## src/time_conv_config.svh

```systemverilog
`ifndef TIME_CONV_CONFIG_SVH
`define TIME_CONV_CONFIG_SVH

// Datapath widths
`define TC_EC_TIME_W   64
`define TC_LAP_W       64
`define TC_DIVISOR_W   16
`define TC_SCALE_W     12
`define TC_SYS_TIME_W  61

// Register port widths
`define TC_REG_ADDR_W  2
`define TC_REG_DATA_W  32
`define TC_COUNT_W     32

// Reset defaults give one lap per 15.625 us and 320 system ticks per lap
`define TC_DIVISOR_RST 16'd15625
`define TC_SCALE_RST   12'd320

`define TC_ADDR_DIVISOR 2'd0
`define TC_ADDR_SCALE   2'd1
`define TC_ADDR_COUNT   2'd2

`endif

```

## src/time_conv_pkg.sv

```systemverilog
`include "time_conv_config.svh"

package time_conv_pkg;

  typedef logic [`TC_EC_TIME_W-1:0]  ec_time_t;
  typedef logic [`TC_LAP_W-1:0]      lap_t;
  typedef logic [`TC_DIVISOR_W-1:0]  divisor_t;
  typedef logic [`TC_SCALE_W-1:0]    scale_t;
  typedef logic [`TC_SYS_TIME_W-1:0] sys_time_t;

  typedef logic [`TC_REG_ADDR_W-1:0] reg_addr_t;
  typedef logic [`TC_REG_DATA_W-1:0] reg_data_t;
  typedef logic [`TC_COUNT_W-1:0]    conv_count_t;

  // Configuration handed to the converter
  typedef struct packed {
    divisor_t divisor;
    scale_t   scale;
  } conv_cfg_t;

  // One register write
  typedef struct packed {
    reg_addr_t addr;
    reg_data_t data;
  } reg_wr_t;

  // Converter sequencing
  typedef enum logic [1:0] {
    IDLE,
    DIVIDE,
    SCALE,
    HOLD
  } conv_state_t;

endpackage

```

## src/ec_time_to_sys_time.sv

```systemverilog
`timescale 1ns/1ns

module ec_time_to_sys_time (
  input  logic                     CLK,
  input  logic                     arst_n,
  input  logic                     in_valid,
  output logic                     in_ready,
  input  time_conv_pkg::ec_time_t  in_time,
  input  time_conv_pkg::conv_cfg_t cfg,
  output logic                     out_valid,
  input  logic                     out_ready,
  output time_conv_pkg::sys_time_t out_time,
  output logic                     done
);

  time_conv_pkg::conv_state_t state;
  time_conv_pkg::ec_time_t    time_q;
  time_conv_pkg::conv_cfg_t   cfg_q;
  logic                       div_start;

  logic                       quo_valid;
  time_conv_pkg::lap_t        quotient;
  logic                       scl_valid;
  time_conv_pkg::sys_time_t   scl_time;

  assign in_ready  = (state == time_conv_pkg::IDLE);
  assign out_valid = (state == time_conv_pkg::HOLD);
  assign done      = out_valid && out_ready;

  lap_divider u_divider (
    .CLK       (CLK),
    .arst_n    (arst_n),
    .start     (div_start),
    .dividend  (time_q),
    .divisor   (cfg_q.divisor),
    .quo_valid (quo_valid),
    .quotient  (quotient)
  );

  // The quotient goes straight into the scaler on the cycle it becomes valid
  lap_scaler u_scaler (
    .CLK       (CLK),
    .arst_n    (arst_n),
    .in_valid  (quo_valid),
    .lap       (quotient),
    .scale     (cfg_q.scale),
    .out_valid (scl_valid),
    .sys_time  (scl_time)
  );

  always_ff @(posedge CLK or negedge arst_n) begin
    if (!arst_n) begin
      state     <= time_conv_pkg::IDLE;
      div_start <= 1'b0;
    end else begin
      div_start <= 1'b0;
      case (state)
        time_conv_pkg::IDLE: begin
          if (in_valid) begin
            state     <= time_conv_pkg::DIVIDE;
            div_start <= 1'b1;
          end
        end
        time_conv_pkg::DIVIDE: begin
          if (quo_valid) begin
            state <= time_conv_pkg::SCALE;
          end
        end
        time_conv_pkg::SCALE: begin
          if (scl_valid) begin
            state <= time_conv_pkg::HOLD;
          end
        end
        time_conv_pkg::HOLD: begin
          if (out_ready) begin
            state <= time_conv_pkg::IDLE;
          end
        end
        default: state <= time_conv_pkg::IDLE;
      endcase
    end
  end

  // Time and configuration are captured together, so later register writes
  // only reach the next conversion
  always_ff @(posedge CLK) begin
    if (in_valid && in_ready) begin
      time_q <= in_time;
      cfg_q  <= cfg;
    end
    if (state == time_conv_pkg::SCALE && scl_valid) begin
      out_time <= scl_time;
    end
  end

endmodule

```

## src/lap_divider.sv

```systemverilog
`timescale 1ns/1ns
`include "time_conv_config.svh"

module lap_divider (
  input  logic                  CLK,
  input  logic                  arst_n,
  input  logic                  start,
  input  time_conv_pkg::ec_time_t dividend,
  input  time_conv_pkg::divisor_t divisor,
  output logic                  quo_valid,
  output time_conv_pkg::lap_t   quotient
);

  localparam int cnt_w = $clog2(`TC_LAP_W);

  logic                    busy;
  logic [cnt_w-1:0]        bit_cnt;
  time_conv_pkg::divisor_t rem_q;

  time_conv_pkg::divisor_t rem_in;
  time_conv_pkg::lap_t     quo_in;
  logic [`TC_DIVISOR_W:0]  trial;
  logic                    fits;
  time_conv_pkg::divisor_t rem_next;
  time_conv_pkg::lap_t     quo_next;

  // One restoring step per cycle
  // The dividend shifts out of the top of the quotient register as quotient bits shift in
  always_comb begin
    if (start) begin
      rem_in = '0;
      quo_in = dividend;
    end else begin
      rem_in = rem_q;
      quo_in = quotient;
    end
    trial = {rem_in, quo_in[`TC_LAP_W-1]};
    fits  = (trial >= {1'b0, divisor});
    if (fits) begin
      rem_next = time_conv_pkg::divisor_t'(trial - {1'b0, divisor});
    end else begin
      rem_next = trial[`TC_DIVISOR_W-1:0];
    end
    quo_next = {quo_in[`TC_LAP_W-2:0], fits};
  end

  // The first step runs on the start edge, so the last one lands 64 cycles after start
  always_ff @(posedge CLK or negedge arst_n) begin
    if (!arst_n) begin
      busy      <= 1'b0;
      bit_cnt   <= '0;
      quo_valid <= 1'b0;
    end else begin
      quo_valid <= 1'b0;
      if (start) begin
        busy    <= 1'b1;
        bit_cnt <= cnt_w'(1);
      end else if (busy) begin
        bit_cnt <= bit_cnt + 1'b1;
        if (bit_cnt == cnt_w'(`TC_LAP_W - 1)) begin
          busy      <= 1'b0;
          quo_valid <= 1'b1;
        end
      end
    end
  end

  always_ff @(posedge CLK) begin
    if (start || busy) begin
      rem_q    <= rem_next;
      quotient <= quo_next;
    end
  end

endmodule

```

## src/lap_scaler.sv

```systemverilog
`timescale 1ns/1ns
`include "time_conv_config.svh"

module lap_scaler (
  input  logic                     CLK,
  input  logic                     arst_n,
  input  logic                     in_valid,
  input  time_conv_pkg::lap_t      lap,
  input  time_conv_pkg::scale_t    scale,
  output logic                     out_valid,
  output time_conv_pkg::sys_time_t sys_time
);

  localparam int half_w = `TC_SCALE_W / 2;
  localparam int prod_w = `TC_LAP_W + half_w;
  localparam int hi_w   = `TC_SYS_TIME_W - half_w;

  logic [prod_w-1:0]        pp_lo_d;
  logic [prod_w-1:0]        pp_hi_d;
  time_conv_pkg::sys_time_t pp_lo_q;
  logic [hi_w-1:0]          pp_hi_q;
  logic                     stage1_valid;

  // Bits above 61 never reach the result, so each partial product is trimmed early
  assign pp_lo_d = lap * scale[half_w-1:0];
  assign pp_hi_d = lap * scale[`TC_SCALE_W-1:half_w];

  always_ff @(posedge CLK or negedge arst_n) begin
    if (!arst_n) begin
      stage1_valid <= 1'b0;
      out_valid    <= 1'b0;
    end else begin
      stage1_valid <= in_valid;
      out_valid    <= stage1_valid;
    end
  end

  always_ff @(posedge CLK) begin
    pp_lo_q  <= pp_lo_d[`TC_SYS_TIME_W-1:0];
    pp_hi_q  <= pp_hi_d[hi_w-1:0];
    sys_time <= pp_lo_q + {pp_hi_q, {half_w{1'b0}}};
  end

endmodule

```

## src/time_conv_regs.sv

```systemverilog
`timescale 1ns/1ns
`include "time_conv_config.svh"

module time_conv_regs (
  input  logic                     CLK,
  input  logic                     arst_n,
  input  logic                     reg_wr_en,
  input  time_conv_pkg::reg_wr_t   reg_wr,
  input  time_conv_pkg::reg_addr_t reg_rd_addr,
  output time_conv_pkg::reg_data_t reg_rd_data,
  input  logic                     done,
  output time_conv_pkg::conv_cfg_t cfg
);

  time_conv_pkg::divisor_t    divisor_q;
  time_conv_pkg::scale_t      scale_q;
  time_conv_pkg::conv_count_t count_q;

  assign cfg = '{divisor: divisor_q, scale: scale_q};

  always_ff @(posedge CLK or negedge arst_n) begin
    if (!arst_n) begin
      divisor_q <= `TC_DIVISOR_RST;
      scale_q   <= `TC_SCALE_RST;
    end else if (reg_wr_en) begin
      case (reg_wr.addr)
        `TC_ADDR_DIVISOR: begin
          // A zero lap period would stall every conversion, so it is dropped
          if (reg_wr.data[`TC_DIVISOR_W-1:0] != '0) begin
            divisor_q <= reg_wr.data[`TC_DIVISOR_W-1:0];
          end
        end
        `TC_ADDR_SCALE: begin
          scale_q <= reg_wr.data[`TC_SCALE_W-1:0];
        end
        default: begin
        end
      endcase
    end
  end

  // Free-running count of delivered results, wraps at 2^32
  always_ff @(posedge CLK or negedge arst_n) begin
    if (!arst_n) begin
      count_q <= '0;
    end else if (done) begin
      count_q <= count_q + 1'b1;
    end
  end

  always_comb begin
    reg_rd_data = '0;
    case (reg_rd_addr)
      `TC_ADDR_DIVISOR: reg_rd_data = time_conv_pkg::reg_data_t'(divisor_q);
      `TC_ADDR_SCALE:   reg_rd_data = time_conv_pkg::reg_data_t'(scale_q);
      `TC_ADDR_COUNT:   reg_rd_data = time_conv_pkg::reg_data_t'(count_q);
      default:          reg_rd_data = '0;
    endcase
  end

endmodule

```

## src/time_conv_top.sv

```systemverilog
`timescale 1ns/1ns

module time_conv_top (
  input  logic                     CLK,
  input  logic                     arst_n,
  input  logic                     in_valid,
  output logic                     in_ready,
  input  time_conv_pkg::ec_time_t  in_time,
  output logic                     out_valid,
  input  logic                     out_ready,
  output time_conv_pkg::sys_time_t out_time,
  input  logic                     reg_wr_en,
  input  time_conv_pkg::reg_wr_t   reg_wr,
  input  time_conv_pkg::reg_addr_t reg_rd_addr,
  output time_conv_pkg::reg_data_t reg_rd_data
);

  time_conv_pkg::conv_cfg_t cfg;
  logic                     done;

  time_conv_regs u_regs (
    .CLK         (CLK),
    .arst_n      (arst_n),
    .reg_wr_en   (reg_wr_en),
    .reg_wr      (reg_wr),
    .reg_rd_addr (reg_rd_addr),
    .reg_rd_data (reg_rd_data),
    .done        (done),
    .cfg         (cfg)
  );

  ec_time_to_sys_time conv (
    .CLK       (CLK),
    .arst_n    (arst_n),
    .in_valid  (in_valid),
    .in_ready  (in_ready),
    .in_time   (in_time),
    .cfg       (cfg),
    .out_valid (out_valid),
    .out_ready (out_ready),
    .out_time  (out_time),
    .done      (done)
  );

endmodule

```

## config.mk

```make
export PLATFORM = sky130hd
export DESIGN_NAME = time_conv_top
export DESIGN_NICKNAME = d
export VERILOG_FILES = /design/src/time_conv_pkg.sv /design/src/ec_time_to_sys_time.sv /design/src/lap_divider.sv /design/src/lap_scaler.sv /design/src/time_conv_regs.sv /design/src/time_conv_top.sv
export VERILOG_INCLUDE_DIRS = /design/src /design/src/src
export SDC_FILE = /design/constraint.sdc
export NUM_CORES = 2
export LEC_CHECK = 0
export ABC_AREA = 1
export BUFFER_PORTS_ARGS = -buffer_cell sky130_fd_sc_hd__buf_2
export CAP_MARGIN = 30
export CORE_MARGIN = 4
export CORE_UTILIZATION = 45
export DETAILED_ROUTE_END_ITERATION = 7
export GPL_TIMING_DRIVEN = 0
export HOLD_SLACK_MARGIN = 0.15
export MAX_ROUTING_LAYER = met4
export SYNTH_ARGS = -nofsm -noshare
export SYNTH_HDL_FRONTEND = slang
export SYNTH_HIERARCHICAL = 1
export SYNTH_SLANG_ARGS = --single-unit
```

## constraint.sdc

```tcl
create_clock -name CLK -period 5.3 [get_ports CLK]
set_input_delay 1.06 -clock CLK [delete_from_list [all_inputs] [get_ports CLK]]
set_output_delay 1.06 -clock CLK [all_outputs]
set_load 0.005 [all_outputs]
```

==> flow_metrics.tcl <==
set metrics [dict create \
    status "complete, no violations" \
    ys_ff_latch 483 \
    r2r-end "conv/u_scaler/pp_lo_q[43]" \
    pin_count 200 \
    drtAntennaViolNets 0 \
    dieArea_um2 110100 \
    seq_area_frac_synth_pct 26.22 \
    clk_pin_slew_worst_paths_ns 0.06 \
    grt_max_degree 76 \
    firstDrtPassIters 6 \
    reg2regPathDepth 17 \
    layout_common_cells "nand2_1, inv_1, fa_1, nor2_1, edfxtp_1" \
    syn_area_per_cell_um2 6.818 \
    report.final.hold_viol_count 0 \
    start_util_pct 45.48 \
    min_period_ns 5.187 \
    grt_use_total_pct 29.83 \
    antenna_found_initial 8 \
    crit_path_end_kind "flip-flop" \
    post_drt_wl_per_cell_um 18.57 \
    overflow 0 \
    final_common_cell "nand2_1" \
    yosys_warnings 6 \
    slew_violations 0 \
    fmax_ghz 0.1928 \
    drcViolationCount 0 \
    rr_startpoint "conv/cfg_q[1]" \
    area_growth_pct 10.11 \
    skew_ns 0.04847 \
    drt_wl_total_um 159800 \
    syn_inst 6923 \
    cts_num_sinks 483 \
    cap_violations 0 \
    clock_latency_ns 0.66 \
    finalCritPeriodShare_pct 97.88 \
    multi_input_area_um2 26750 \
    start_kind "flip-flop" \
    cts_max_path_buffers 3 \
    fill_cells 10737 \
    cts_tree "yes" \
    placementRows 118 \
    drive_gt1_share_pct 6.295 \
    hpwlAfterDp_um 137100 \
    hp-class "primary input to asynchronous set/reset pin" \
    ff2ff_setup_slack_ns 0.11 \
    finalSetupViolCount 0 \
    cts_made_buffers 54 \
    root_buffer "clkbuf_16" \
    ys_types 45 \
    whs_ns 0.2548 \
    async_flop_share_pct 15.11 \
    vias 41429 \
    relSlewSlack_pct 31.55 \
    chipWidth_um 331.9 \
    crit_path_max_fanout 10 \
    synthFlopType "edfxtp_1" \
    drtIter0Drc 3271 \
    regArea_um2 12380 \
    viasPerCell 4.817 \
    htreeDepth 2 \
    tightest_slew_ns 1.027 \
    cp.arrival_ns 5.62 \
    fp.dieH_um 331.9 \
    gp_congestion 1.021 \
    grt_pass1_vias 40262 \
    final_nets 7899 \
    port_buffers 182 \
    grt_pass1_wl_um 243300 \
    cp.required_ns 5.73 \
    synthesis.area_um2 47200 \
    core_um2 103800 \
    synth_edf_count 233 \
    synth_fp_nets 7653 \
    worst-setup-path-type "flip-flop to flip-flop" \
]
-- registers in the layout, indices dropped and copies added, names as in the netlist --
| register | count |
|---|---|
| conv/u_divider/quo_valid | 1 |
| conv/u_scaler/stage1_valid | 1 |
| conv/u_scaler/out_valid | 1 |
| conv/u_scaler/pp_lo_q | 61 |
| u_regs/scale_q | 12 |
| conv/div_start | 1 |
| conv/u_scaler/sys_time | 61 |
| conv/cfg_q | 28 |
| conv/u_scaler/pp_hi_q | 55 |
| conv/u_divider/quotient | 64 |
| conv/u_divider/busy | 1 |
| conv/time_q | 64 |
| conv/out_time | 61 |
| u_regs/divisor_q | 16 |
| u_regs/count_q | 32 |
| conv/state | 2 |
| conv/u_divider/rem_q | 16 |
| conv/u_divider/bit_cnt | 6 |
-- how the worst max path moves through the flow --
stage                                 to  cells past startpoint     startpoint  slack (ns)
6_report       conv/u_scaler/pp_lo_q[43]                     17  conv/cfg_q[1]        0.11
5_1_grt        conv/u_scaler/pp_lo_q[43]                     18  conv/cfg_q[1]      -0.007
4_1_cts        conv/u_scaler/pp_lo_q[59]                     18  conv/cfg_q[1]       0.004
3_5_place_dp   conv/u_scaler/pp_lo_q[59]                     18  conv/cfg_q[2]       -0.76
3_3_place_gp   conv/u_scaler/pp_lo_q[59]                     18  conv/cfg_q[2]       -0.71
2_1_floorplan  conv/u_scaler/pp_lo_q[60]                     20  conv/cfg_q[1]        1.35
-- critical path: stages (launching register included) --
cell      delay, ns
edfxtp_1       0.31
clkbuf_1       0.24
clkbuf_1       0.66
nand2_1        0.10
inv_1          0.11
fa_1           0.45
fa_1           0.54
inv_1          0.05
fa_1           0.61
inv_1          0.07
ha_1           0.49
nand2_1        0.17
nor2_2         0.24
nand2_1        0.17
nor2_1         0.26
nand3_1        0.15
nand4_1        0.12
nand2_1        0.26
-- timing repair --
| action | CTS | global route |
|---|---|---|
| gates cloned | 0 | 0 |
| gates resized for setup | 15 | 73 |
| buffers inserted | 0 | 3 |
| endpoints found under the hold margin | 0 | 0 |
| endpoints found under the setup margin | 66 | 63 |
| hold buffers | 0 | 0 |
-- cells by family (layout without fill, tap and decap cells) --
| logic type | after synthesis | count (layout) | share of synthesized area, % |
|---|---|---|---|
| DFF | 483 | 483 | 26.22 |
| AOI/OAI and AO/OA | 227 | 227 | 2.587 |
| and+or+nand+nor | 3319 | 3319 | 28.39 |
| other | 0 | 9 | 0 |
| buffers and inverters | 2146 | 2435 | 17.14 |
| adders and majority gates | 625 | 625 | 23.37 |
| muxes | 1 | 1 | 0.02121 |
| xor gates and xnor gates | 122 | 122 | 2.264 |
-- through the flow --
step	cell area, µm²	setup slack (ns)	setup TNS, ns	cells	util (%)
2_1_floorplan	47200	1.346	0	6923	-
3_3_place_gp	49840	-0.7138	-21.81	8485	48.02
3_5_place_dp	50060	-0.7603	-19.51	8496	48.23
4_1_cts	51860	0.003699	0	8592	49.97
5_1_grt	51970	-0.007206	-0.007206	8596	50.07
6_report	51980	0.1126	0	8601	50.08
-- cell type report --
cell class | instances | area share, %
plain buffers | 152 | 1.293
multi-input cells | 4294 | 51.46
clock inverters | 29 | 0.5681
clock buffers | 70 | 2.874
flip-flops and latches | 483 | 23.81
inverters | 1986 | 14.35
well taps | 1380 | 3.322
repair buffers | 198 | 2.275
diodes | 9 | 0.04333
-- routing by layer --
metal / GRT usage, % / vias to the layer above / share of wire [%]
met1: 40.07 / 19525 / 45
met3: 3.046 / 234 / 5.9
met2: 47.86 / 1234 / 46
li1: - / 20436 / -
met5: - / - / 0
met4: 9.394 / 0 / 3.7
-- cells in the mapped netlist, types with 3 or more instances --
| master | number | area share (%) |
|---|---|---|
| a21boi_0 | 5 | 0.080 |
| a21o_1 | 8 | 0.13 |
| a21oi_1 | 133 | 1.4 |
| and2_0 | 6 | 0.080 |
| and2_1 | 7 | 0.093 |
| and3_1 | 5 | 0.066 |
| buf_1 | 17 | 0.14 |
| buf_2 | 12 | 0.13 |
| clkbuf_1 | 127 | 1.0 |
| dfrtp_1 | 64 | 3.4 |
| dfstp_2 | 9 | 0.50 |
| dfxtp_1 | 177 | 7.5 |
| edfxtp_1 | 233 | 15 |
| fa_1 | 428 | 18 |
| ha_1 | 197 | 5.2 |
| inv_1 | 1971 | 16 |
| inv_2 | 15 | 0.12 |
| nand2_1 | 2543 | 20 |
| nand2_2 | 17 | 0.23 |
| nand3_1 | 230 | 2.4 |
| nand3_2 | 9 | 0.19 |
| nand3b_1 | 3 | 0.048 |
| nand4_1 | 87 | 1.2 |
| nor2_1 | 325 | 2.6 |
| nor2_2 | 39 | 0.52 |
| nor2_4 | 7 | 0.17 |
| nor3_1 | 23 | 0.24 |
| nor3_2 | 9 | 0.19 |
| o211ai_1 | 8 | 0.13 |
| o21ai_0 | 61 | 0.65 |
| o21bai_1 | 8 | 0.13 |
| xnor2_1 | 29 | 0.54 |
| xor2_1 | 93 | 1.7 |
Power is left out: the tool's default activity adds up to more than one toggle a clock period on the data nets, which glitch-free logic cannot reach.
